[src/logic/coproc_pkg.sv]
// Shared widths and types; module ELEM_BITS must not exceed DAT_BITS, ARITH_LAT must be 3 or more
package coproc_pkg;

  // Default element width and memory address width
  localparam int DAT_BITS  = 16;
  localparam int ADDR_BITS = 8;

  // Fixed pipeline latencies seen by the sequencer
  localparam int ARITH_LAT  = 3;
  localparam int RAM_RD_LAT = 1;

  typedef enum logic [2:0] {
    HALT        = 3'd0,
    COPY_REG    = 3'd1,
    ADD_ELEMENT = 3'd2,
    SUB_ELEMENT = 3'd3,
    MUL_ELEMENT = 3'd4
  } opcode_e;

  typedef enum logic [1:0] {
    ARITH_ADD = 2'd0,
    ARITH_SUB = 2'd1,
    ARITH_MUL = 2'd2
  } arith_op_e;

  // Copy moves a to b, arithmetic writes op(a, b) to c
  typedef struct packed {
    opcode_e              code;
    logic [ADDR_BITS-1:0] a;
    logic [ADDR_BITS-1:0] b;
    logic [ADDR_BITS-1:0] c;
  } inst_t;

  localparam int INST_BITS = $bits(inst_t);

  typedef struct packed {
    logic                 we;
    logic [ADDR_BITS-1:0] addr;
    logic [DAT_BITS-1:0]  wdata;
  } mem_req_t;

  typedef struct packed {
    arith_op_e           op;
    logic [DAT_BITS-1:0] x;
    logic [DAT_BITS-1:0] y;
  } arith_req_t;

endpackage

[src/logic/data_mem_arbiter.sv]
// Host always wins the single port; data memory has no reset and stores ELEM_BITS per word
`timescale 1ns/10ps

module data_mem_arbiter
  import coproc_pkg::*;
#(
  parameter int ELEM_BITS = DAT_BITS
)(
  input  logic                i_clk,
  input  logic                i_rst,
  input  logic                i_host_stb,
  input  mem_req_t            i_host_req,
  output logic [DAT_BITS-1:0] o_host_rdata,
  output logic                o_host_rvalid,
  input  logic                i_core_stb,
  input  mem_req_t            i_core_req,
  output logic                o_core_gnt,
  output logic [DAT_BITS-1:0] o_core_rdata,
  output logic                o_core_rvalid
);

  logic [ELEM_BITS-1:0]  ram [2**ADDR_BITS];
  logic [ELEM_BITS-1:0]  rd_q [RAM_RD_LAT];
  logic [RAM_RD_LAT-1:0] host_rd_sr;
  logic [RAM_RD_LAT-1:0] core_rd_sr;
  mem_req_t              sel_req;
  logic                  sel_stb;

  // Host strobe always takes the port from the core
  always_comb begin
    o_core_gnt = i_core_stb && !i_host_stb;
    sel_stb    = i_host_stb || i_core_stb;
    sel_req    = i_host_stb ? i_host_req : i_core_req;
  end

  // Read-first port where granted writes land at this edge
  always_ff @(posedge i_clk) begin
    if (sel_stb && sel_req.we) begin
      ram[sel_req.addr] <= sel_req.wdata[ELEM_BITS-1:0];
    end
    rd_q[0] <= ram[sel_req.addr];
    for (int i = 1; i < RAM_RD_LAT; i++) begin
      rd_q[i] <= rd_q[i-1];
    end
  end

  // Read valid follows whoever owned the port
  always_ff @(posedge i_clk) begin
    if (i_rst) begin
      host_rd_sr <= '0;
      core_rd_sr <= '0;
    end else begin
      host_rd_sr <= (host_rd_sr << 1) | RAM_RD_LAT'(i_host_stb && !i_host_req.we);
      core_rd_sr <= (core_rd_sr << 1) | RAM_RD_LAT'(o_core_gnt && !i_core_req.we);
    end
  end

  assign o_host_rvalid = host_rd_sr[RAM_RD_LAT-1];
  assign o_core_rvalid = core_rd_sr[RAM_RD_LAT-1];
  assign o_host_rdata  = DAT_BITS'(rd_q[RAM_RD_LAT-1]);
  assign o_core_rdata  = DAT_BITS'(rd_q[RAM_RD_LAT-1]);

  // A refused core request stays up with the same target
  a_core_held: assert property (@(posedge i_clk) disable iff (i_rst)
    i_core_stb && !o_core_gnt |=> i_core_stb && $stable({i_core_req.we, i_core_req.addr}));

endmodule

[config.mk]
export PLATFORM = sky130hd
export DESIGN_NAME = data_mem_arbiter
export DESIGN_NICKNAME = d
export VERILOG_FILES = /design/src/logic/coproc_pkg.sv /design/src/logic/data_mem_arbiter.sv
export SDC_FILE = /design/constraint.sdc
export NUM_CORES = 2
export LEC_CHECK = 0
export CELL_PAD_IN_SITES_DETAIL_PLACEMENT = 2
export CELL_PAD_IN_SITES_GLOBAL_PLACEMENT = 2
export CORE_AREA = 5 5 676 477
export DETAILED_ROUTE_END_ITERATION = 16
export DIE_AREA = 0 0 681 482
export DONT_BUFFER_PORTS = 1
export GPL_TIMING_DRIVEN = 1
export PLACE_DENSITY = 0.81
export SETUP_SLACK_MARGIN = 0.4
export SYNTH_ARGS = -nofsm -noshare
export SYNTH_HDL_FRONTEND = slang
export SYNTH_MEMORY_MAX_BITS = 65536
export SYNTH_SLANG_ARGS = --single-unit
export TNS_END_PERCENT = 1
[constraint.sdc]
create_clock -name i_clk -period 8.25 [get_ports i_clk]
set_input_delay 0.825 -clock i_clk [delete_from_list [all_inputs] [get_ports i_clk]]
set_output_delay 0.825 -clock i_clk [all_outputs]
set_load 0.02 [all_outputs]
==> results.txt, run 1 <==
The first error in the log reads "[ERROR DPL-0033] detailed placement checks failed during check placement". The tools report the number of warnings issued by yosys as 0. edfxtp_1 takes more of the synthesized area than any other cell. Once detailed placement completed, the half-perimeter wirelength came to 377.3 mm.

The synthesized netlist cell count is 7942. The synthesized netlist contains 36 unique library cells. After synthesis, the cell types taking the most area are edfxtp_1 (78%), mux2i_1 (8.2%), mux4_2 (5.5%), o22ai_1 (2.6%), o41ai_1 (0.89%). The number of port buffers was 0. Yosys instantiated no cell more often than edfxtp_1. The run stopped with a tool error.

For the number of top-level pins, the log shows 89. In this run, synthesis inferred 4096 flip-flops with an integrated enable. The synthesized netlist devotes 0% of its cell area to XOR and XNOR gates.

The number of nets handed over by synthesis was 7996. The run gives 173 as the standard-cell row count. Average size of a mapped cell: 19.78 um2. The die is 681 um wide. The tools report the last stage reached as detailed placement (3_5_place_dp). The tools report the global placement routability congestion as 0.8421.

Among all flip-flop cells after synthesis, the most frequent one is edfxtp_1. The combinational family with the most area after synthesis is multiplexers. Counting flops and latches in the post-synthesis netlist gives 4114. By count the netlist is led by edfxtp_1 (4096), mux2i_1 (1282), o22ai_1 (641).

Summing the areas of all compound-gate instances in the mapped netlist gives 4.438% of the synthesized area. The area share of the largest cell type after synthesis was 78.29%. The share of synthesized area spent on multiplexers was 13.80%. The floorplan step set the die height to 482 um.

The share of the Yosys chip area taken by registers is 78.52%. Of the total synthesized cell area, the portion taken by full adders, half adders and majority gates is 0%. The initial utilization of the core area, before any placement, comes to 49.78%. The share of flip-flops with an asynchronous set or reset after synthesis was 0%.

After Yosys synthesis, and, or, nand and nor cells account for 1.723% of the synthesized area. Summing every instance area after synthesis gives 157100 um2.
==> kinds of logic after synthesis <==
| logic type | after synthesis |
|---|---|
| AOI/OAI and AO/OA | 1041 |
| muxes | 1684 |
| DFF | 4114 |
| buffers and inverters | 503 |
| and+or+nand+nor | 600 |
==> stage by stage <==
| stage | instance area (um2) | std cells | setup slack (ns) | hold slack (ns) |
|---|---|---|---|---|
| after floorplan | 157100 | 7942 | 3.773 | 0.7817 |
| after global placement | 164300 | 12040 | 1.059 | 0.9008 |
==> run 2, diff against run 1 <==
CELL_PAD_IN_SITES_DETAIL_PLACEMENT = not set   (was 2)
CELL_PAD_IN_SITES_GLOBAL_PLACEMENT = not set   (was 2)
CORE_AREA = 5 5 676 678   (was 5 5 676 477)
DIE_AREA = 0 0 681 683   (was 0 0 681 482)
PLACE_DENSITY = not set   (was 0.81)
PLACE_DENSITY_LB_ADDON = 0.15   (was not set)
SETUP_SLACK_MARGIN = not set   (was 0.4)
==> results.txt, run 2 <==
Counting both buffers and inverters, the worst setup path holds a total of 2. The die width was 681 um. The floorplan has 247 rows.

At the end of the flow the core is filled with cells to 40.13%. The analysis attributes to cell leakage a power of 58.83 nW. The run gives 0 as the setup fix buffers added after clock tree synthesis. The first detailed-routing pass ran for 5 iterations. For this run, the leading register cell type out of synthesis is edfxtp_1. Summed over all instances, the cell type with the most area after synthesis is edfxtp_1.

In the synthesized netlist, the cells that appear most often are edfxtp_1 (4096), mux2i_1 (1282), o22ai_1 (641). Sorting the synthesized cells by area gives the leading types as edfxtp_1 (78%), mux2i_1 (8.2%), mux4_2 (5.5%), o22ai_1 (2.6%), o41ai_1 (0.89%). Counting flops with an async set or reset pin after synthesis yields a share of 0%. Clock-pin slew was measured on the worst setup and hold paths at 0.06 ns.

In this run the number of H-tree levels came out at 5. Number of distinct standard cells referenced by the synthesized netlist: 36. The worst setup path is captured at a flip-flop. The final layout contains 8362 nets. In this run the tightest slew margin relative to its limit is 9.897%. The library cell used most frequently in the layout, excluding fill and tap cells, is edfxtp_1.

The hold-critical path endpoint was ram[14][11]. Maximum net fanout on the critical path: 108. The area overhead of the layout relative to synthesis works out to 15.10%.

Timing would allow up to 0.1997 GHz. The tools report the number of cells upsized or downsized after cts as 0. The worst setup path is launched from an input port. The run finished with clean final reports. For the half-perimeter wire length of the detailed placement result, the log shows 271.3 mm.

Via count of the routed design: 79.12k. For the worst-skew pair, the clock arrives at the later sink with an insertion delay of 0.98 ns. The kind of path behind the tightest hold check was input port to flip-flop. Dividing the detail-routed via count by the number of cells gives 5.398. The via count of the first global-routing pass is 79.68k, and the number of endpoints with negative hold slack in the final report is 0. Summed over all failing endpoints, the final setup total negative slack is 0 ns.

Broken down by cell family, the worst path's largest delay share belongs to buffers and inverters. No sink is reached through more buffers than the 4 on the longest clock path. The worst setup path is of the input port to flip-flop kind.

Once detail routing completed, the nets flagged for antenna violations numbered 0. The register with the most flip-flops in the layout has 4096 of them. Start point of the critical path: i_host_stb. The number of enable flip-flop cells after synthesis was 4096; the number of sinks driven by the clock tree was 4114. In the synthesized netlist, the number of instances is 7942. For this run the aggregate overflow at the end of global routing stands at 0.

The number of port buffers came out at 0. The top cell types in the final layout, fill and taps aside, are edfxtp_1 (4096), mux2i_1 (1281), o22ai_1 (640). The instance count along the most critical hold path works out to 1.

The required arrival time at the worst endpoint came out at 9.12 ns. The number of synthesized register bits is 4114. The floorplan step defined a core boundary enclosing 450600 um2. The startpoint identified for the worst hold timing path is i_host_req[11]. Setup violations remaining at the end of the flow were counted as 0. The slowest stage of the critical path is the o41ai_1 cell. Buffers inserted during clock tree synthesis total 434. The number of nets handed over by synthesis was 7996.

The largest registers in the layout are ram (4096), rd_q (16). Setup repair after global routing left no endpoint under its margin. From bottom edge to top edge, the die measures 683 um.

The initial DRC count came out at 7643. The logs give 0 for the max-cap violation count and 157100 um2 for the total standard cell area after synthesis. The die covers 465100 um2.

Across all register-to-register paths, the minimum setup slack is 5.00 ns. CTS placed an instance of clkbuf_16 at the clock tree root. The initial antenna violation count was 25. The max-slew violation count was 0; the depth of the worst register-to-register path was 6.

The run gives 19.52% as the total track usage. Walking the worst path, the cells encountered are mux2_8 -> buf_4 -> buf_12 -> mux2i_1 -> o22ai_1 -> o41ai_1 -> nand4_1 -> and4_1. The wire length per cell works out to 31.77 um. The worst register-to-register path begins at ram[10][9].

Buffers inserted to repair hold after CTS numbered 4. At the pin with the least slew margin, the transition time is 1.334 ns. TritonCTS built the clock tree. The worst-case IR drop observed on VDD is 0.1957 mV. The biggest cell delay along the critical path was 1.13 ns.

The areal power density over the cells is 251.2 nW/um2, and the first-pass GRT wire length is 647.1 mm. For this block, the routed nets add up to 465.7 mm of wire. During synthesis, Yosys emitted a total of 0 warnings.

Cells with a size suffix above 1 make up 18.22% of the layout. The worst path uses 60.69% of the clock period. STA puts the critical path data arrival time at 5.88 ns. After synthesis, flip-flops and latches occupy 78.52% of the total area.

The area share of the largest cell type after synthesis came out at 78.29%. Entering global routing, the biggest net connects 169 pins. The clock period minus final worst setup slack is 5.007 ns, and the total DRC errors in the routed layout is 0. ram holds more flip-flops than any other register.

For this configuration, the core starts out at a cell density of 34.87%. 89 I/O pins were placed. A synthesized cell averages 19.78 um2. The worst register-to-register path ends at rd_q[0][9].

For the global placement routability congestion, the log shows 0.7884. The leading cell type by number of instances after synthesis is edfxtp_1. Clock skew on the completed layout was measured at 0.04853 ns.
[run 2: cell counts after synthesis]
No cell type changed its count.
[run 2: layout make-up]
type	count	area (um2)
well taps	5976	7477
clock inverters	246	2371
fillers	40210	269800
multi-input cells	3325	32380
clock buffers	546	11570
repair buffers	431	3633
inverters	2	7.507
diodes	18	45.04
flip-flops and latches	4114	123400
[run 2: routing by layer]
metal  vias up  track usage [%]  routed length [um]
met3       508            2.398               22290
met5         -                0                  33
met1     42720            27.57              206400
li1      33700                -                   -
met2      2182            32.52              226800
met4         4            4.203               10190
[run 2: cells by family after synthesis]
| family | share of synthesized area [%] |
|---|---|
| flip-flops | 78.52 |
| multiplexers | 13.80 |
| AO/OA/AOI/OAI | 4.438 |
| AND/OR/NAND/NOR | 1.723 |
| buffers and inverters | 1.518 |
[run 2: how the worst max path moves through the flow]
stage | end | slack [ns] | cells past startpoint
2_1_floorplan | ram[0][10] | 3.77 | 6
3_3_place_gp | rd_q[0][9] | 2.29 | 8
3_5_place_dp | rd_q[0][2] | 2.41 | 8
4_1_cts | rd_q[0][2] | 3.50 | 8
5_1_grt | rd_q[0][4] | 3.23 | 8
6_report | rd_q[0][9] | 3.24 | 8
[run 2: power breakdown]
part           switching, mW  internal (mW)  total [mW]  leakage, nW
logic                   2.06          0.834        2.89         15.1
registers              0.123           23.2        23.3         37.0
clock network           8.14           11.0        19.2         6.82
total                   10.3           35.1        45.4         58.8
[run 2: stage by stage]
step | cell area (um2) | hold WS [ns] | setup WS, ns | instances | power, mW
3_3_place_gp | 166800 | 0.8746 | 2.286 | 13840 | 26.69
6_report | 180800 | 0.4111 | 3.243 | 14660 | 45.42
5_1_grt | 180800 | 0.3910 | 3.235 | 14650 | 46.86
4_1_cts | 180800 | 0.3543 | 3.502 | 14640 | 45.90
3_5_place_dp | 166800 | 0.8989 | 2.409 | 13840 | 26.73
2_1_floorplan | 157100 | 0.7817 | 3.773 | 7942 | 25.41
Note: power is estimated with default switching activity, not from simulation.
