File: src/logic/coproc_pkg.sv
// Shared widths and types; module ELEM_BITS must not exceed DAT_BITS, ARITH_LAT must be 3 or more
package coproc_pkg;

  // Default element width and memory address width
  localparam int DAT_BITS  = 16;
  localparam int ADDR_BITS = 8;

  // Fixed pipeline latencies seen by the sequencer
  localparam int ARITH_LAT  = 3;
  localparam int RAM_RD_LAT = 1;

  typedef enum logic [2:0] {
    HALT        = 3'd0,
    COPY_REG    = 3'd1,
    ADD_ELEMENT = 3'd2,
    SUB_ELEMENT = 3'd3,
    MUL_ELEMENT = 3'd4
  } opcode_e;

  typedef enum logic [1:0] {
    ARITH_ADD = 2'd0,
    ARITH_SUB = 2'd1,
    ARITH_MUL = 2'd2
  } arith_op_e;

  // Copy moves a to b, arithmetic writes op(a, b) to c
  typedef struct packed {
    opcode_e              code;
    logic [ADDR_BITS-1:0] a;
    logic [ADDR_BITS-1:0] b;
    logic [ADDR_BITS-1:0] c;
  } inst_t;

  localparam int INST_BITS = $bits(inst_t);

  typedef struct packed {
    logic                 we;
    logic [ADDR_BITS-1:0] addr;
    logic [DAT_BITS-1:0]  wdata;
  } mem_req_t;

  typedef struct packed {
    arith_op_e           op;
    logic [DAT_BITS-1:0] x;
    logic [DAT_BITS-1:0] y;
  } arith_req_t;

endpackage

File: src/logic/exec_sequencer.sv
// One instruction at a time; unknown opcodes are skipped and HALT returns to idle
`timescale 1ns/10ps

module exec_sequencer
  import coproc_pkg::*;
(
  input  logic                i_clk,
  input  logic                i_rst,
  input  logic                i_start,
  output logic                o_next_stb,
  input  inst_t               i_inst,
  input  logic                i_inst_vld,
  output logic                o_mem_stb,
  output mem_req_t            o_mem_req,
  input  logic                i_mem_gnt,
  input  logic [DAT_BITS-1:0] i_mem_rdata,
  input  logic                i_mem_rvalid,
  output logic                o_arith_stb,
  output arith_req_t          o_arith_req,
  input  logic                i_arith_vld,
  input  logic [DAT_BITS-1:0] i_arith_dat,
  output logic                o_busy,
  output logic                o_done
);

  typedef enum logic [3:0] {
    S_IDLE,
    S_FETCH,
    S_DECODE,
    S_RD_A,
    S_WAIT_A,
    S_RD_B,
    S_WAIT_B,
    S_WAIT_RES,
    S_WRITE
  } state_e;

  state_e              state;
  inst_t               inst_q;
  logic [DAT_BITS-1:0] opa_q;
  logic [DAT_BITS-1:0] res_q;

  function automatic arith_op_e op_map(input opcode_e code);
    case (code)
      SUB_ELEMENT: return ARITH_SUB;
      MUL_ELEMENT: return ARITH_MUL;
      default:     return ARITH_ADD;
    endcase
  endfunction

  // Request is held steady until the arbiter grants it
  always_comb begin
    o_next_stb      = (state == S_FETCH);
    o_mem_stb       = (state == S_RD_A) || (state == S_RD_B) || (state == S_WRITE);
    o_mem_req.we    = (state == S_WRITE);
    o_mem_req.wdata = res_q;
    case (state)
      S_RD_B:  o_mem_req.addr = inst_q.b;
      S_WRITE: o_mem_req.addr = (inst_q.code == COPY_REG) ? inst_q.b : inst_q.c;
      default: o_mem_req.addr = inst_q.a;
    endcase
  end

  always_ff @(posedge i_clk) begin
    if (i_rst) begin
      state       <= S_IDLE;
      o_busy      <= 1'b0;
      o_done      <= 1'b0;
      o_arith_stb <= 1'b0;
    end else begin
      o_done      <= 1'b0;
      o_arith_stb <= 1'b0;
      case (state)
        S_IDLE: begin
          if (i_start) begin
            state  <= S_FETCH;
            o_busy <= 1'b1;
          end
        end
        S_FETCH: state <= S_DECODE;
        S_DECODE: begin
          if (i_inst_vld) begin
            case (i_inst.code)
              HALT: begin
                state  <= S_IDLE;
                o_busy <= 1'b0;
                o_done <= 1'b1;
              end
              COPY_REG, ADD_ELEMENT, SUB_ELEMENT, MUL_ELEMENT: state <= S_RD_A;
              default: state <= S_FETCH;
            endcase
          end
        end
        S_RD_A: if (i_mem_gnt) state <= S_WAIT_A;
        // Copy skips operand b and the arithmetic
        S_WAIT_A: if (i_mem_rvalid) state <= (inst_q.code == COPY_REG) ? S_WRITE : S_RD_B;
        S_RD_B: if (i_mem_gnt) state <= S_WAIT_B;
        S_WAIT_B: begin
          if (i_mem_rvalid) begin
            o_arith_stb <= 1'b1;
            state       <= S_WAIT_RES;
          end
        end
        S_WAIT_RES: if (i_arith_vld) state <= S_WRITE;
        S_WRITE: if (i_mem_gnt) state <= S_FETCH;
        default: state <= S_IDLE;
      endcase
    end
  end

  // Instruction and operand holding registers
  always_ff @(posedge i_clk) begin
    if (state == S_DECODE && i_inst_vld) begin
      inst_q <= i_inst;
    end
    if (state == S_WAIT_A && i_mem_rvalid) begin
      opa_q <= i_mem_rdata;
      res_q <= i_mem_rdata;
    end
    if (state == S_WAIT_B && i_mem_rvalid) begin
      o_arith_req <= '{op: op_map(inst_q.code), x: opa_q, y: i_mem_rdata};
    end
    if (state == S_WAIT_RES && i_arith_vld) begin
      res_q <= i_arith_dat;
    end
  end

  // Only one operation is ever outstanding from this FSM
  a_result_expected: assert property (@(posedge i_clk) disable iff (i_rst)
    i_arith_vld |-> state == S_WAIT_RES);

endmodule

File: config.mk
export PLATFORM = sky130hd
export DESIGN_NAME = exec_sequencer
export DESIGN_NICKNAME = d
export VERILOG_FILES = /design/src/logic/coproc_pkg.sv /design/src/logic/exec_sequencer.sv
export SDC_FILE = /design/constraint.sdc
export NUM_CORES = 1
export LEC_CHECK = 0
export BUFFER_PORTS_ARGS = -buffer_cell sky130_fd_sc_hd__buf_2
export CAP_MARGIN = 5
export CORE_ASPECT_RATIO = 0.9
export CORE_MARGIN = 2
export CORE_UTILIZATION = 30
export DETAILED_ROUTE_END_ITERATION = 10
export RECOVER_POWER = 100
export SYNTH_ARGS = -nofsm -noshare
export SYNTH_HDL_FRONTEND = slang
export SYNTH_SLANG_ARGS = --single-unit
File: constraint.sdc
create_clock -name i_clk -period 6.4 [get_ports i_clk]
set_input_delay 0.32 -clock i_clk [delete_from_list [all_inputs] [get_ports i_clk]]
set_output_delay 0.32 -clock i_clk [all_outputs]
set_load 0.1 [all_outputs]
==> results.cfg, run 1 <==
[final_layout]
fin_cells = 504
antenna_cells = 0
final_net_count = 405
area_growth_syn_to_layout_pct = 27.19
drive_above_1_share = 0.2297
final.fill_count = 1178
post-route-cell-area_mm2 = 0.004700

[global_routing]
grt_start_max_net_pins = 35
antenna_found_initial = 0
groute.layer.met2.usage = 0.1774
grtUsageMet1 = 0.1519
first_global_vias = 2095
top_usage_layer = met2
fraction_of_met3_tracks_used_by_global_routing = 0.02824
grt_pass1_wl_um = 11270
track_usage = 0.1138
grt-ovfl-total = 0

[sta]
timing.setup.tns_ns = 0
timing.final.crit_share = 0.5409
grt_setup_unrepaired = no
tightest_slew_ns = 2.758
clock_skew_ns = 0.005638
slew_violations = 35
report.final.setup_viol = 0
final_hold_viol_count = 0
timing.max_slew.rel_slack = -0.8452
max_freq_mhz = 288.9
final.hold.worst_slack_ns = 0.1591
time_the_worst_path_needs_with_i_o_delays_and_setup_ns = 3.462

[synth]
netlist.area_leader.share = 0.7558
async_reset_ff_frac = 0
number_of_warning_messages_in_the_yosys_log = 0
synth.distinct_cells = 39
synth_flop_cell = edfxtp_1
yosys-top-cells-count = edfxtp_1 (93), mux2_2 (16), nor2_1 (9), nor2b_1 (9), a221o_1 (8)
synthTopCellsByArea = edfxtp_1 (76%), mux2_2 (4.9%), dfxtp_1 (3.8%)
synth_enable_flop_cells = 93
syn-num-nets = 270
synthCells = 204
yosysMostFrequentCell = edfxtp_1
postSynthRegisterBits = 100
yosys.area.top_type = edfxtp_1
avgSynthCellArea_um2 = 18.11
ys_seq_area_frac = 0.7938
mappedNetlistArea_mm2 = 0.003695

[pwr]
leakage_uw = 0.001599
cellPowerDensity_mw_per_mm2 = 396.7
ir_drop_mv = 0.1815
totalPowerFinal_uw = 1865

[clocking]
cts.root.buffer_cell = clkbuf_16
cts_htree_levels = 3
quantity_of_gates_resized_following_cts = 0
cts_setup_buffers = 0
max-clock-path-buffers = 2
cts.sink_count = 100
cts_hold_repair.buffers = 0
clkLatencyLatePin_ns = 0.34
clk_pin_slew_ns = 0.07
tritoncts_clock_tree = built
cts_made_buffers = 9

[place]
dp_hpwl_um = 5537
placed_area_mm2 = 0.004529
placer_congestion_estimate = 0.7792
placed_cells_incl_taps = 488
port_buffers = 129

[worst_setup_path]
worst_r2r_startpoint = state[1]$_SDFFE_PP0P_
cpPeakStageDelay_ns = 2.06
register_to_register_setup_slack_ns = 2.94
data_required_time_at_the_worst_endpoint_ns = 6.29
critical-path-top-delay-family = simple AND/OR/NAND/NOR gates
worst-setup-path-type = reg2reg
critPathBufInv = 0
number_of_cells_traversed_by_the_worst_register_to_register_path = 2
critPathLaunchType = flop
crit_chain = nand2_1 -> nor2_1
crit_path_end_kind = flop
worstPathArrival_ns = 3.35
worstPathMaxFanout = 34
destination_of_the_worst_register_to_register_timing_path = o_arith_req[16]$_DFFE_PP_
critical_path.slowest_cell = nor2_1

[die]
die_width_um = 121.0
initial_core_util = 0.3072
design.portCount = 130
die_h_um = 109.3
standard_cell_core_area_mm2 = 0.01203
design.die.area_mm2 = 0.01322
rows = 38

[drt]
mean_number_of_vias_per_cell = 4.401
drtPass1Iterations = 4
routed_wirelength_um = 7559
dr_total_vias = 2218
post_drt_wl_per_cell_um = 15.00
detail_route.drc_violations = 0
final_antenna_net_count = 0
drtIter0Drc = 136

[run]
max-cap-violations = 1

[min_path]
holdPathEnd = inst_q[18]$_DFFE_PP_
worst_hold_startpoint = i_inst[18]
hold_path_class = in2reg
count_of_cells_along_the_worst_hold_path = 1

[run_status]
outcome = finished, violations left
failing_checks = max-capacitance violations, max-slew violations
==> through the flow <==
stage                 util  setup WS [ns]
floorplan                -          3.333
global placement    0.3765          4.022
detailed placement  0.3765          3.958
CTS                 0.4014          3.589
global route        0.3907          2.465
finish              0.3907          2.938
==> placed cells by master, fill, tap and decap left out, types with 2 or more instances in the layout <==
master / count
edfxtp_1: 93
clkbuf_1: 85
buf_2: 46
mux2_2: 16
nor2b_1: 9
nor2_1: 9
clkbuf_16: 9
a221o_1: 8
nand2_1: 7
dfxtp_1: 7
inv_1: 5
nor3_1: 5
o21a_1: 5
and3_1: 3
or4b_1: 2
nor3b_1: 2
nand2b_1: 2
a21oi_2: 2
and3b_1: 2
mux2i_1: 2
o21ai_0: 2
o211ai_1: 2
inv_6: 2
==> sequential cells by signal, summed over array words and instances (netlist names) <==
name         flops
res_q           16
o_arith_req     34
o_arith_stb      1
o_done           1
inst_q          27
state            4
o_busy           1
opa_q           16
==> cells by family after synthesis <==
family / share of synthesized area
multiplexers: 0.05418
XOR/XNOR: 0.002371
flip-flops: 0.7938
AND/OR/NAND/NOR: 0.07145
buffers and inverters: 0.01355
AO/OA/AOI/OAI: 0.06469
==> area by class of cell <==
cell class	count	area [µm²]	share of cell area
Timing Repair Buffer	130	545.5	0.1161
Clock buffer	10	229.0	0.04872
Multi-Input combinational cell	93	703.2	0.1496
Clock inverter	6	70.07	0.01491
Sequential cell	100	2933	0.6241
Inverter	5	18.77	0.003994
Tap cell	160	200.2	0.04260
==> worst register-to-register path, cell delays in order (launching register included) <==
cell     delay (ns)
dfxtp_1        0.74
nand2_1        0.19
nor2_1         2.06
==> layer usage <==
| layer | wire length, µm | share of wire | up-vias |
|---|---|---|---|
| li1 | - | - | 1080 |
| met1 | 3264 | 0.43 | 1067 |
| met2 | 3838 | 0.51 | 60 |
| met3 | 331 | 0.044 | 11 |
| met4 | 125 | 0.017 | 0 |
| met5 | 0 | 0 | - |
==> worst max path at each step <==
stage,start,endpoint,slack (ns),depth (start not counted)
after floorplan,state[1]$_SDFFE_PP0P_,o_next_stb,3.33,3
after global placement,state[1]$_SDFFE_PP0P_,o_mem_req[21],4.02,4
after detailed placement,state[1]$_SDFFE_PP0P_,o_mem_req[21],3.96,4
after CTS,state[1]$_SDFFE_PP0P_,o_mem_req[21],3.59,4
after global routing,state[1]$_SDFFE_PP0P_,o_arith_req[0]$_DFFE_PP_,2.46,2
final,state[1]$_SDFFE_PP0P_,o_arith_req[16]$_DFFE_PP_,2.94,2
==> report_power, final <==
| part | total [µW] | switching [µW] | internal, µW |
|---|---|---|---|
| registers | 842 | 50.0 | 792 |
| clock network | 540 | 232 | 307 |
| logic | 483 | 393 | 89.3 |
| total | 1860 | 676 | 1190 |
Note: power is estimated with default switching activity, not from simulation.
==> run 2: changes to the inputs <==
- ABC_AREA: default -> 1
- clock period: 6.4 -> 3.1 ns (I/O delays scaled with it)
==> results.cfg, run 2 <==
[run_status]
outcome = completed

[synth]
postSynthRegisterBits = 100
synth_enable_flop_cells = 93
netlist.area_leader.share = 0.7349
avgSynthCellArea_um2 = 15.32
synthTopCellsByArea = edfxtp_1 (73%), dfxtp_1 (3.7%), mux2_4 (3.6%)
synth_flop_cell = edfxtp_1
async_reset_ff_frac = 0
synth.distinct_cells = 24
yosys-top-cells-count = edfxtp_1 (93), nand3_1 (24), nor2_1 (23), nand2_1 (19), inv_1 (15)
mappedNetlistArea_mm2 = 0.003800
number_of_warning_messages_in_the_yosys_log = 0
synthCells = 248
yosysMostFrequentCell = edfxtp_1
yosys.area.top_type = edfxtp_1
syn-num-nets = 314
ys_seq_area_frac = 0.7718

[die]
standard_cell_core_area_mm2 = 0.01222
rows = 38
die_h_um = 110.8
design.portCount = 130
die_width_um = 122.6
design.die.area_mm2 = 0.01358
initial_core_util = 0.3110

[sta]
timing.final.crit_share = 0.8711
max_freq_mhz = 370.3
report.final.setup_viol = 0
setup_slack_ns = 0.3997
final_hold_viol_count = 0
timing.max_slew.rel_slack = 0.04209
slew_violations = 0
grt_setup_unrepaired = no
tightest_slew_ns = 1.437
final.hold.worst_slack_ns = 0.04774
timing.setup.tns_ns = 0
clock_skew_ns = 0.008170
time_the_worst_path_needs_with_i_o_delays_and_setup_ns = 2.700

[place]
port_buffers = 129
placed_cells_incl_taps = 536
dp_hpwl_um = 5999
preCtsSetupSlack_ns = 1.019
placer_congestion_estimate = 0.9904

[drt]
routed_wirelength_um = 8632
post_drt_wl_per_cell_um = 14.91
dr_total_vias = 2611
drtIter0Drc = 187
drtPass1Iterations = 5
final_antenna_net_count = 0
detail_route.drc_violations = 0
mean_number_of_vias_per_cell = 4.509

[global_routing]
grt_start_max_net_pins = 35
antenna_found_initial = 0
first_global_vias = 2695
grt-ovfl-total = 0
grt_pass1_wl_um = 13400
track_usage = 0.1295

[min_path]
hold_path_class = in2reg

[final_layout]
largest_register_ffs = 34
antenna_cells = 0
final_common_cell = edfxtp_1
drive_above_1_share = 0.2053
top_regs = o_arith_req: 34 flops, inst_q: 27 flops
fin_cells = 579
leading_cell_types_in_the_layout_fill_and_taps_excluded = edfxtp_1 (93), clkbuf_1 (76), buf_2 (45), dlygate4sd3_1 (28), nor2_1 (25)
area_growth_syn_to_layout_pct = 32.70
largest_register = o_arith_req
final.fill_count = 1160
final_net_count = 481

[worst_setup_path]
worst-setup-path-type = reg2out
worstPathArrival_ns = 2.55
cpPeakStageDelay_ns = 0.64
crit_path_end_kind = output port
data_required_time_at_the_worst_endpoint_ns = 2.94
critPathBufInv = 2
critical_path.slowest_cell = nor2_1
critPathLaunchType = flop
critical-path-top-delay-family = simple AND/OR/NAND/NOR gates
crit_chain = clkinv_1 -> nor2_1 -> nand2_2 -> nand3_1 -> o211ai_1 -> clkbuf_2
worstPathMaxFanout = 12

[run]
max-cap-violations = 0

[clocking]
clkLatencyLatePin_ns = 0.34
cts_made_buffers = 9
clk_pin_slew_ns = 0.07
cts.sink_count = 100
cts.root.buffer_cell = clkbuf_16
tritoncts_clock_tree = built
cts_htree_levels = 3
quantity_of_gates_resized_following_cts = 0
cts_setup_buffers = 0
max-clock-path-buffers = 2
cts_hold_repair.buffers = 28

[pwr]
totalPowerFinal_uw = 4176
leakage_uw = 0.001843
cellPowerDensity_mw_per_mm2 = 828.1
ir_drop_mv = 0.5854
==> run 2: cell count changes in the layout (fill, tap and decap cells not counted), moves of 10 or more <==
cell           before  now
nor2_1              9   25
nand2_1             7   22
nand3_1             0   24
clkbuf_2            0   10
inv_1               5   15
dlygate4sd3_1       0   28
==> run 2: metal layers <==
layer | GRT usage | up-vias | wire (µm)
li1 | - | 1247 | -
met1 | 0.1445 | 1226 | 3525
met2 | 0.2270 | 125 | 4257
met3 | 0.05041 | 13 | 746
met4 | 0.03678 | 0 | 102
met5 | 0 | - | 0
==> run 2: worst reg2reg max path: stages, from the launching register on <==
cell,delay [ns]
dfxtp_1,0.43
inv_1,0.10
nor2_1,0.20
nand2_1,0.10
nor2_1,0.13
clkbuf_1,1.06
==> run 2: path summary, 6_finish.rpt <==
path / start / to / slack [ns] / cells after the start
worst max-delay path: state[2]$_SDFFE_PP0P_ / o_mem_req[18] / 0.40 / 6
worst min-delay path: i_mem_rdata[7] / opa_q[7]$_DFFE_PP_ / 0.05 / 1
worst max register to register: state[1]$_SDFFE_PP0P_ / inst_q[10]$_DFFE_PP_ / 0.66 / 5
worst min register to register: opa_q[13]$_DFFE_PP_ / o_arith_req[29]$_DFFE_PP_ / 0.42 / 0
==> run 2: metrics by stage <==
step / util / instance area (µm²)
after floorplan: - / 3800
after global placement: 0.3805 / 4649
after detailed placement: 0.3805 / 4649
after CTS: 0.4264 / 5210
after global routing: 0.4127 / 5042
final: 0.4127 / 5042
==> run 2: kinds of logic after synthesis <==
kind of cell,synth area share
buf+inv,0.02798
compound gates,0.03886
mux,0.05631
simple gates,0.1050
flops,0.7718
==> run 2: cell type report <==
type | instances | area (µm²) | area share
flip-flops and latches | 100 | 2933 | 0.5816
repair buffers | 160 | 848.3 | 0.1682
multi-input cells | 125 | 709.4 | 0.1407
clock buffers | 9 | 225.2 | 0.04466
well taps | 160 | 200.2 | 0.03970
inverters | 19 | 71.32 | 0.01414
clock inverters | 6 | 55.05 | 0.01092
==> run 2: report_power, final <==
| part | internal, µW | leakage, µW | switching, µW | total (µW) |
|---|---|---|---|---|
| Combinational | 240 | 0.000806 | 1190 | 1430 |
| Sequential | 1630 | 0.000898 | 58.1 | 1690 |
| Clock | 557 | 0.000139 | 503 | 1060 |
