### src/logic/coproc_pkg.sv
// Shared widths and types; module ELEM_BITS must not exceed DAT_BITS, ARITH_LAT must be 3 or more
package coproc_pkg;

  // Default element width and memory address width
  localparam int DAT_BITS  = 16;
  localparam int ADDR_BITS = 8;

  // Fixed pipeline latencies seen by the sequencer
  localparam int ARITH_LAT  = 3;
  localparam int RAM_RD_LAT = 1;

  typedef enum logic [2:0] {
    HALT        = 3'd0,
    COPY_REG    = 3'd1,
    ADD_ELEMENT = 3'd2,
    SUB_ELEMENT = 3'd3,
    MUL_ELEMENT = 3'd4
  } opcode_e;

  typedef enum logic [1:0] {
    ARITH_ADD = 2'd0,
    ARITH_SUB = 2'd1,
    ARITH_MUL = 2'd2
  } arith_op_e;

  // Copy moves a to b, arithmetic writes op(a, b) to c
  typedef struct packed {
    opcode_e              code;
    logic [ADDR_BITS-1:0] a;
    logic [ADDR_BITS-1:0] b;
    logic [ADDR_BITS-1:0] c;
  } inst_t;

  localparam int INST_BITS = $bits(inst_t);

  typedef struct packed {
    logic                 we;
    logic [ADDR_BITS-1:0] addr;
    logic [DAT_BITS-1:0]  wdata;
  } mem_req_t;

  typedef struct packed {
    arith_op_e           op;
    logic [DAT_BITS-1:0] x;
    logic [DAT_BITS-1:0] y;
  } arith_req_t;

endpackage

### src/logic/mod_arith_unit.sv
// Operands must be below P; results are zero-extended to DAT_BITS and valid ARITH_LAT cycles later
`timescale 1ns/10ps

module mod_arith_unit
  import coproc_pkg::*;
#(
  parameter int                   ELEM_BITS = DAT_BITS,
  parameter logic [ELEM_BITS-1:0] P         = 65521
)(
  input  logic                i_clk,
  input  logic                i_rst,
  input  logic                i_stb,
  input  arith_req_t          i_req,
  output logic                o_vld,
  output logic [DAT_BITS-1:0] o_dat
);

  localparam int W2 = 2 * ELEM_BITS;

  logic [W2-1:0]        x_ext;
  logic [W2-1:0]        y_ext;
  logic [W2-1:0]        p_ext;
  arith_op_e            s1_op;
  logic [W2-1:0]        s1_raw;
  logic [W2-1:0]        red;
  logic [ELEM_BITS-1:0] s2_red;
  logic [ELEM_BITS-1:0] out_q [ARITH_LAT-2];
  logic [ARITH_LAT-1:0] vld_sr;

  always_comb begin
    x_ext = W2'(i_req.x[ELEM_BITS-1:0]);
    y_ext = W2'(i_req.y[ELEM_BITS-1:0]);
    p_ext = W2'(P);
  end

  // Stage one, difference offset by P so it never goes negative
  always_ff @(posedge i_clk) begin
    s1_op <= i_req.op;
    case (i_req.op)
      ARITH_SUB: s1_raw <= x_ext + p_ext - y_ext;
      ARITH_MUL: s1_raw <= x_ext * y_ext;
      default:   s1_raw <= x_ext + y_ext;
    endcase
  end

  // Sum and offset difference stay below 2P, one subtract is enough
  always_comb begin
    if (s1_op == ARITH_MUL) begin
      red = s1_raw % p_ext;
    end else if (s1_raw >= p_ext) begin
      red = s1_raw - p_ext;
    end else begin
      red = s1_raw;
    end
  end

  // Stage two holds the reduced value, then the output stages
  always_ff @(posedge i_clk) begin
    s2_red   <= red[ELEM_BITS-1:0];
    out_q[0] <= s2_red;
    for (int i = 1; i < ARITH_LAT - 2; i++) begin
      out_q[i] <= out_q[i-1];
    end
  end

  always_ff @(posedge i_clk) begin
    if (i_rst) begin
      vld_sr <= '0;
    end else begin
      vld_sr <= {vld_sr[ARITH_LAT-2:0], i_stb};
    end
  end

  assign o_vld = vld_sr[ARITH_LAT-1];
  assign o_dat = DAT_BITS'(out_q[ARITH_LAT-3]);

  // Reduced operands keep every stage within its 2P bound
  a_operands_reduced: assert property (@(posedge i_clk) disable iff (i_rst)
    i_stb |-> (i_req.x[ELEM_BITS-1:0] < P) && (i_req.y[ELEM_BITS-1:0] < P));

endmodule

### config.mk
export PLATFORM = sky130hd
export DESIGN_NAME = mod_arith_unit
export DESIGN_NICKNAME = d
export VERILOG_FILES = /design/src/logic/coproc_pkg.sv /design/src/logic/mod_arith_unit.sv
export SDC_FILE = /design/constraint.sdc
export NUM_CORES = 1
export LEC_CHECK = 0
export BUFFER_PORTS_ARGS = -buffer_cell sky130_fd_sc_hd__buf_4
export CORE_MARGIN = 2
export CORE_UTILIZATION = 60
export CTS_CLUSTER_DIAMETER = 100
export DETAILED_ROUTE_END_ITERATION = 10
export GPL_TIMING_DRIVEN = 0
export PLACE_DENSITY = 0.78
export RECOVER_POWER = 100
export SLEW_MARGIN = 5
export SYNTH_ARGS = -nofsm -noshare
export SYNTH_HDL_FRONTEND = slang
export SYNTH_SLANG_ARGS = --single-unit
### constraint.sdc
create_clock -name i_clk -period 19.24 [get_ports i_clk]
set_input_delay 3.848 -clock i_clk [delete_from_list [all_inputs] [get_ports i_clk]]
set_output_delay 3.848 -clock i_clk [all_outputs]
set_load 0.005 [all_outputs]
==> reports/results.txt, run 1 <==
First-pass GRT wire length -> 107.8 mm
Synth-to-layout area growth -> 8.637%
CP max stage delay -> 0.60 ns
Avg Synthesized Cell Area -> 7.798 um2
WL/cell -> 20.12 um
CP Buf/Inv Count -> 9
Crit-path max FO -> 10
Worst-Margin Slew -> 0.9856 ns
GRT Overall Usage -> 34.69%
Initial antenna violation count -> 0
Clock Root Buffer -> clkbuf_16
I/O pins -> 54
# hold bufs at CTS -> 0
Synth warn -> 0
Crit. End Element -> flop
H-Tree Depth -> 3
Port buffer count -> 53
Synth Net Count -> 3177
Top delay family on crit path -> simple AND/OR/NAND/NOR gates
Core area -> 35570 um2
Ys async rst share -> 0%
Power density over the cells -> 190.1 nW/um2
Sequential cell area -> 1381 um2
Final min period -> 18.38 ns
Site Rows -> 69
Fin Hold WS -> 0.3246 ns
Clock Latency Late Sink -> 0.35 ns
Post-route insts no fill -> 3324
Total Wirelength -> 66.87 mm
Sequential share of the synthesized area -> 6.365%
Drt via density -> 6.477
Hpwl dp -> 54.48 mm
Area occupied by multi-input gates -> 19120 um2
Number of flops mapped to enable cells by yosys -> 0
Total congestion overflow -> 0
CTS Buf Count -> 9
Status -> finished, final reports clean
CP Launch Type -> flop
Clock Skew -> 0.01049 ns
Share of cells above drive strength 1 -> 10.79%
Hold Fails Final Rpt -> 0
Fin crit share -> 95.52%
Post-synth top area cell -> fa_1
Starting density of the core -> 61.01%
CP required -> 19.48 ns
Mapped cell area -> 21700 um2
Gpl congestion -> 0.9497
Worst Path Arrival -> 18.62 ns
Clk sinks -> 69
Vias in the first global route -> 20953
Die Footprint -> 37710 um2
Final core occ -> 66.28%
Drt pass-1 iters -> 8
Max IR drop VDD -> 138.8 uV
Iteration-0 DRC Markers -> 1848
Post-synth top cells -> 311 x inv_1, 282 x nand2_1, 196 x fa_1
FMAX -> 54.41 MHz
CP max stage cell -> or4b_1
Synth area leaders -> fa_1 18%, ha_1 9.3%, dfxtp_1 6.4%
#FFs+latches synth -> 69
Top FF cell, synth -> dfxtp_1
Rel. slew slack -> 34.29%
Max cap viols -> 0
Leak -> 10.02 nW
Synthesized instance count -> 2783
Worst-path clk slew -> 0.06 ns
Routed Antenna Nets -> 0
Fin nets -> 3252
CTS max path bufs -> 2
Ant diodes -> 0
TritonCTS clock tree -> done
Die width -> 194.2 um
Placed cells -> 3297
Setup CP Type -> flop to flop
Overall die height -> 194.2 um
Top cell type's share of synthesized area -> 18.08%
Worst min path class -> flop to flop
Final setup vio count -> 0
Fill count -> 3052
DRC violation count after routing -> 0
Largest net degree at the start of global routing -> 13
Synth cell types -> 140
Count leader, synth -> inv_1
Via count -> 21530
Final count of pins violating max slew -> 0
==> where the power goes <==
part,switching [W],internal [W],total [W]
logic,0.00253,0.00151,0.00403
clock network,0.0000650,0.000143,0.000208
registers,0.0000374,0.000203,0.000240
==> final cells by class <==
type	instances	area share [%]
Multi-Input combinational cell	2284	81.09
Sequential cell	69	5.859
Inverter	313	4.984
Tap cell	461	2.447
Buffer	118	2.128
Timing Repair Buffer	63	1.911
Clock buffer	10	1.014
Clock inverter	6	0.5679
==> per-layer routing <==
layer / track usage, % / share of wire (%)
met4: 14.96 / 4.8
met1: 44.20 / 41
met3: 3.914 / 6.4
met5: 0 / 0
met2: 59.44 / 48
==> stage by stage <==
step	worst slack, ns	area (um2)	TNS (ns)	total power (W)
after CTS	0.02148	23090	0	0.004338
after global routing	-0.1260	23580	-0.3614	0.004898
after floorplan	2.872	21700	0	0.003153
after global placement	-0.2003	22680	-0.6790	0.004024
final	0.8620	23580	0	0.004482
after detailed placement	-0.5511	22680	-5.512	0.004094
==> layout by cell type (no fill, tap or decap), drive strengths merged, types with 15 or more instances in the layout <==
cell type,synthesis,final
clkbuf,89,121
o21ai,84,84
buf,29,70
dfxtp,69,69
o211ai,30,30
nand3,84,84
ha,161,161
a31oi,51,51
xnor2,109,109
o31ai,34,34
o21a,20,20
or3,26,26
or2,34,34
nand2,284,284
a221oi,23,23
mux2,18,18
nor3b,15,15
a21o,28,28
and4,15,15
nand4,33,33
mux2i,23,23
fa,196,196
nand2b,21,21
inv,311,311
or4,15,15
nor2,174,174
and2,100,100
nor3,85,85
nor4,42,43
xor2,55,55
a21oi,166,166
and3,35,35
o21bai,39,39
a211oi,38,38
==> what timing repair did <==
item | 4_1_cts | 5_1_grt
cloned | 0 | 1
setup endpoints to repair | 16 | 16
buffers inserted | 0 | 10
gates resized for setup | 7 | 72
pin swaps | 0 | 10
==> registers in the layout, indices dropped and copies added (netlist names) <==
register  count
out_q        16
s1_op         2
s1_raw       32
s2_red       16
vld_sr        3
==> path summary, 6_finish.rpt <==
check	startpoint	to	slack [ns]	cells after the start
setup / recovery	s1_raw[16]	s2_red[11]	0.86	61
hold reg to reg	s2_red[14]	out_q[0][14]	0.32	0
hold / removal	s2_red[14]	out_q[0][14]	0.32	0
setup reg to reg	s1_raw[16]	s2_red[11]	0.86	61
==> cell families (layout without fill, tap and decap cells) <==
group | after synthesis | in the layout | synth area share [%]
AO/OA/AOI/OAI | 704 | 704 | 24.12
flip-flops | 69 | 69 | 6.365
multiplexers | 41 | 41 | 2.012
adder cells (fa/ha/maj) | 358 | 358 | 27.41
buffers and inverters | 431 | 510 | 7.709
AND/OR/NAND/NOR | 1016 | 1017 | 25.48
XOR/XNOR | 164 | 164 | 6.896
(Power assumes the default switching activity.)
==> run 2, diff against run 1 <==
- CORE_UTILIZATION: 60 -> 41
- PLACE_DENSITY: 0.78 -> 0.57
==> reports/results.txt, run 2 (synthesis results as in run 1) <==
GRT Overall Usage -> 25.28%
Final worst-path setup slack -> 0.8653 ns
Area occupied by multi-input gates -> 19120 um2
Final setup vio count -> 0
CP Launch Type -> flop
Worst-Margin Slew -> 0.8807 ns
Hpwl dp -> 57.59 mm
Synth-to-layout area growth -> 10.14%
DRC violation count after routing -> 0
RR Endpoint -> s2_red[10]
Placed instance area -> 22960 um2
Post-route insts no fill -> 3561
Highest-count cells in the layout ignoring fill and taps -> 311 x inv_1, 282 x nand2_1, 196 x fa_1
CP max stage cell -> or4b_1
Commonest non-fill, non-tap cell in the layout -> inv_1
Clock network power share -> 4.3%
Setup CP Type -> flop to flop
Hold Path Stages -> 0
FMAX -> 54.42 MHz
Hold EP -> out_q[0][5]
CP required -> 19.49 ns
Worst reg-to-reg path cell count -> 63
Leak -> 9.997 nW
Initial antenna violation count -> 0
HP Start -> s2_red[5]
Drt via density -> 5.917
Routed Antenna Nets -> 0
Max IR drop VDD -> 102.2 uV
Max reg flops -> 32
Int Power -> 0.001842 W
Reg-to-reg startpoint -> s1_raw[25]
Cell mode on critical path -> buf_2
Fill count -> 5353
Clock Skew -> 0.01058 ns
TritonCTS clock tree -> done
Fin nets -> 3263
Clock Latency Late Sink -> 0.35 ns
Gpl congestion -> 0.9296
Crit. End Element -> flop
Total congestion overflow -> 0
Rel. slew slack -> 40.79%
Share of cells above drive strength 1 -> 11.00%
I/O pins -> 54
H-Tree Depth -> 3
Ant diodes -> 0
Sequential power share -> 5.4%
Drt pass-1 iters -> 5
Post-Place Setup Slack -> -0.9665 ns
RSZ-0062 raised after global routing -> false
Core area -> 52450 um2
Sw Ratio -> 58.88%
Die width -> 234.1 um
Status -> finished, final reports clean
Max cap viols -> 0
Hold Fails Final Rpt -> 0
Setup TNS -> 0 ns
Final min period -> 18.37 ns
Power density over the cells -> 187.4 nW/um2
Fin crit share -> 95.50%
Sequential cell area -> 1381 um2
Port buffer count -> 53
Clock Root Buffer -> clkbuf_16
Fin area -> 23900 um2
Final count of pins violating max slew -> 0
Vias in the first global route -> 20427
Overall die height -> 234.1 um
First-pass GRT wire length -> 111.1 mm
Clk sinks -> 69
Placed cells -> 3524
Crit-path max FO -> 10
Reg-to-reg slack, setup -> 0.87 ns
CTS max path bufs -> 2
Combinational fraction of design power -> 90.3%
Worst Path Arrival -> 18.63 ns
Die Footprint -> 54780 um2
Iteration-0 DRC Markers -> 1702
Largest net degree at the start of global routing -> 13
CP max stage delay -> 0.60 ns
Biggest regs -> s1_raw x32, out_q x16, s2_red x16
Power Total -> 0.004479 W
Via count -> 21071
Sw power -> 0.002637 W
CTS Buf Count -> 9
Total Wirelength -> 69.77 mm
WL/cell -> 19.59 um
Biggest register -> s1_raw
Worst min path class -> flop to flop
Site Rows -> 84
Starting density of the core -> 41.38%
Worst-path clk slew -> 0.06 ns
-- run 2: worst max-delay path by stage --
stage                     startpoint    endpoint  slack (ns)  depth (start not counted)
after floorplan           s1_raw[25]  s2_red[10]        2.87                         60
after global placement    s1_raw[16]   s2_red[3]       -0.77                         60
after detailed placement  s1_raw[16]   s2_red[2]       -0.97                         58
after CTS                 s1_raw[25]   s2_red[2]        0.12                         60
after global routing      s1_raw[25]  s2_red[10]       0.001                         65
final                     s1_raw[25]  s2_red[10]        0.87                         63
-- run 2: through the flow --
step | util, % | hold slack (ns)
floorplan | - | 0.3096
finish | 45.57 | 0.3215
global placement | 43.78 | 0.3114
global route | 45.57 | 0.3260
CTS | 44.64 | 0.3218
detailed placement | 43.78 | 0.3121
-- run 2: power by group through the flow --
stage	combinational [W]	sequential, W	clock, W
floorplan	0.00292	0.000230	0
global placement	0.00385	0.000242	0
detailed placement	0.00388	0.000244	0
CTS	0.00393	0.000241	0.000197
global route	0.00447	0.000249	0.000200
finish	0.00404	0.000244	0.000191
-- run 2: area by class of cell --
| type | count | area share (%) |
|---|---|---|
| Multi-Input combinational cell | 2283 | 79.99 |
| Sequential cell | 69 | 5.779 |
| Inverter | 313 | 4.916 |
| Tap cell | 688 | 3.602 |
| Timing Repair Buffer | 76 | 2.214 |
| Buffer | 117 | 2.084 |
| Clock buffer | 9 | 0.9423 |
| Clock inverter | 6 | 0.4712 |
-- run 2: metal layers --
| metal | track usage, % | share of wire (%) | wire, um |
|---|---|---|---|
| met1 | 33.80 | 45 | 31330 |
| met2 | 43.35 | 48 | 33580 |
| met5 | 0 | 0 | 0 |
| met3 | 2.286 | 4.5 | 3159 |
| met4 | 7.140 | 2.4 | 1699 |
-- run 2: critical path: cells and delay by family, from the launching register on --
kind | cells | cell delay (ns)
mux | 1 | 0.46
compound gates | 24 | 6.93
fa+ha+maj | 1 | 0.24
simple gates | 22 | 6.84
flops | 1 | 0.31
xor+xnor | 4 | 1.20
buf+inv | 11 | 2.30
-- run 2: repair_timing --
| action | in CTS | in global routing |
|---|---|---|
| resized for setup | 16 | 65 |
| setup buffers | 2 | 21 |
| setup endpoints to repair | 16 | 16 |
| hold buffers | 0 | 0 |
| pin swaps | 2 | 9 |
| gates cloned | 0 | 0 |
==> run 3, diff against run 2 <==
- BUFFER_PORTS_ARGS: -buffer_cell sky130_fd_sc_hd__buf_4 -> -buffer_cell sky130_fd_sc_hd__buf_2
==> reports/results.txt, run 3 (synthesis results as in run 1) <==
Total Wirelength -> 69.47 mm
Worst-Margin Slew -> 0.9966 ns
Worst Path Arrival -> 18.49 ns
Worst-path clk slew -> 0.06 ns
Initial antenna violation count -> 0
CTS max path bufs -> 2
Leak -> 9.965 nW
Highest-count cells in the layout ignoring fill and taps -> 311 x inv_1, 282 x nand2_1, 196 x fa_1
Top delay family on crit path -> simple AND/OR/NAND/NOR gates
Status -> finished, final reports clean
WL/cell -> 19.54 um
TritonCTS clock tree -> done
Cell mode on critical path -> buf_2
Crit. End Element -> flop
Largest net degree at the start of global routing -> 13
Die Footprint -> 54780 um2
Via count -> 21047
Final worst-path setup slack -> 0.9810 ns
Overall die height -> 234.1 um
Clock network power share -> 4.2%
Top Metal Used -> met4
Vias in the first global route -> 20496
Synth-to-layout area growth -> 9.473%
Fin crit share -> 94.90%
Worst min path class -> flop to flop
Max reg flops -> 32
Metal-1 WL -> 31.12 mm
Share of cells above drive strength 1 -> 10.70%
Max cap viols -> 0
Post-Place Setup Slack -> -0.7826 ns
Clk sinks -> 69
Drt via density -> 5.919
Starting density of the core -> 41.38%
I/O pins -> 54
Routed Antenna Nets -> 0
CP max stage cell -> or4_1
Final min period -> 18.26 ns
Core area -> 52450 um2
Crit-path max FO -> 10
Fin Hold WS -> 0.3204 ns
CP max stage delay -> 0.56 ns
Sw Ratio -> 59.07%
Combinational fraction of design power -> 90.4%
Met3 WL post-DR -> 3.431 mm
Met2 wire length -> 32.92 mm
First-pass GRT wire length -> 111.3 mm
Sw power -> 0.002643 W
Ant diodes -> 0
Iteration-0 DRC Markers -> 1465
GRT Overall Usage -> 25.35%
FMAX -> 54.77 MHz
Sequential power share -> 5.4%
Hold Fails Final Rpt -> 0
Biggest regs -> s1_raw x32, out_q x16, s2_red x16
CP required -> 19.47 ns
Setup CP Type -> flop to flop
CP Launch Type -> flop
Die width -> 234.1 um
Fin nets -> 3258
Clock Skew -> 0.01024 ns
Port buffer count -> 53
Clock Latency Late Sink -> 0.35 ns
CP Buf/Inv Count -> 11
Clock Root Buffer -> clkbuf_16
Fill count -> 5299
Int Power -> 0.001831 W
DRC violation count after routing -> 0
Site Rows -> 84
Rel. slew slack -> 33.56%
Drt pass-1 iters -> 5
Gpl congestion -> 0.8986
Final setup vio count -> 0
CTS Buf Count -> 9
Hpwl dp -> 57.27 mm
Commonest non-fill, non-tap cell in the layout -> inv_1
Max IR drop VDD -> 146.3 uV
H-Tree Depth -> 3
Final count of pins violating max slew -> 0
Biggest register -> s1_raw
Power density over the cells -> 188.3 nW/um2
Total congestion overflow -> 0
[run 3: changes by cell type in the layout (fill, tap and decap cells not counted), moves of 5 or more]
cell	change
buf_2	+36
buf_4	-34
clkbuf_1	+5
clkbuf_4	-13
[run 3: power groups by stage]
stage / Sequential (W) / Combinational, W / Clock [W]
2_1_floorplan: 0.000230 / 0.00292 / 0
3_3_place_gp: 0.000241 / 0.00384 / 0
3_5_place_dp: 0.000242 / 0.00388 / 0
4_1_cts: 0.000239 / 0.00393 / 0.000194
5_1_grt: 0.000246 / 0.00446 / 0.000199
6_report: 0.000240 / 0.00405 / 0.000189
[run 3: area by class of cell]
type                            instances  area (um2)  share of cell area, %
Clock inverter                          6       112.6                 0.4740
Multi-Input combinational cell       2283       19120                  80.50
Buffer                                117       499.2                  2.101
Tap cell                              688       860.8                  3.624
Inverter                              313        1175                  4.946
Clock buffer                            9       225.2                 0.9480
Timing Repair Buffer                   71       379.1                  1.596
Sequential cell                        69        1381                  5.814
[run 3: worst reg2reg max path: cells and delay by family, from the launching register on]
| kind | cells | cell delay [ns] |
|---|---|---|
| mux | 1 | 0.56 |
| flops | 1 | 0.30 |
| simple gates | 25 | 7.26 |
| buf+inv | 11 | 2.13 |
| compound gates | 21 | 6.59 |
| xor+xnor | 4 | 1.06 |
| fa+ha+maj | 1 | 0.25 |
[run 3: timing repair]
item | in CTS | in global routing
gates resized for setup | 14 | 70
setup endpoints to repair | 16 | 16
setup buffers | 1 | 17
hold buffers | 0 | 0
pin swaps | 2 | 12
[run 3: layer usage]
metal / up-vias / global-route usage, %
met2: 643 / 43.41
met5: - / 0
met4: 0 / 7.417
li1: 10071 / -
met3: 126 / 2.554
met1: 10207 / 33.71
[run 3: final timing paths]
check | start | endpoint | slack [ns] | cells after the start
max | s1_raw[25] | s2_red[3] | 0.98 | 63
max reg2reg | s1_raw[25] | s2_red[3] | 0.98 | 63
min | s2_red[5] | out_q[0][5] | 0.32 | 0
min reg2reg | s2_red[5] | out_q[0][5] | 0.32 | 0
[run 3: per-stage QoR]
| stage | cells | total power, W | TNS [ns] | area, um2 | utilization [%] |
|---|---|---|---|---|---|
| after floorplan | 2783 | 0.003153 | 0 | 21700 | - |
| after global placement | 3524 | 0.004084 | -8.529 | 22830 | 43.53 |
| after detailed placement | 3524 | 0.004125 | -9.343 | 22830 | 43.53 |
| after CTS | 3540 | 0.004360 | 0 | 23250 | 44.34 |
| after global routing | 3556 | 0.004906 | -0.5936 | 23760 | 45.30 |
| final | 3556 | 0.004474 | 0 | 23760 | 45.30 |
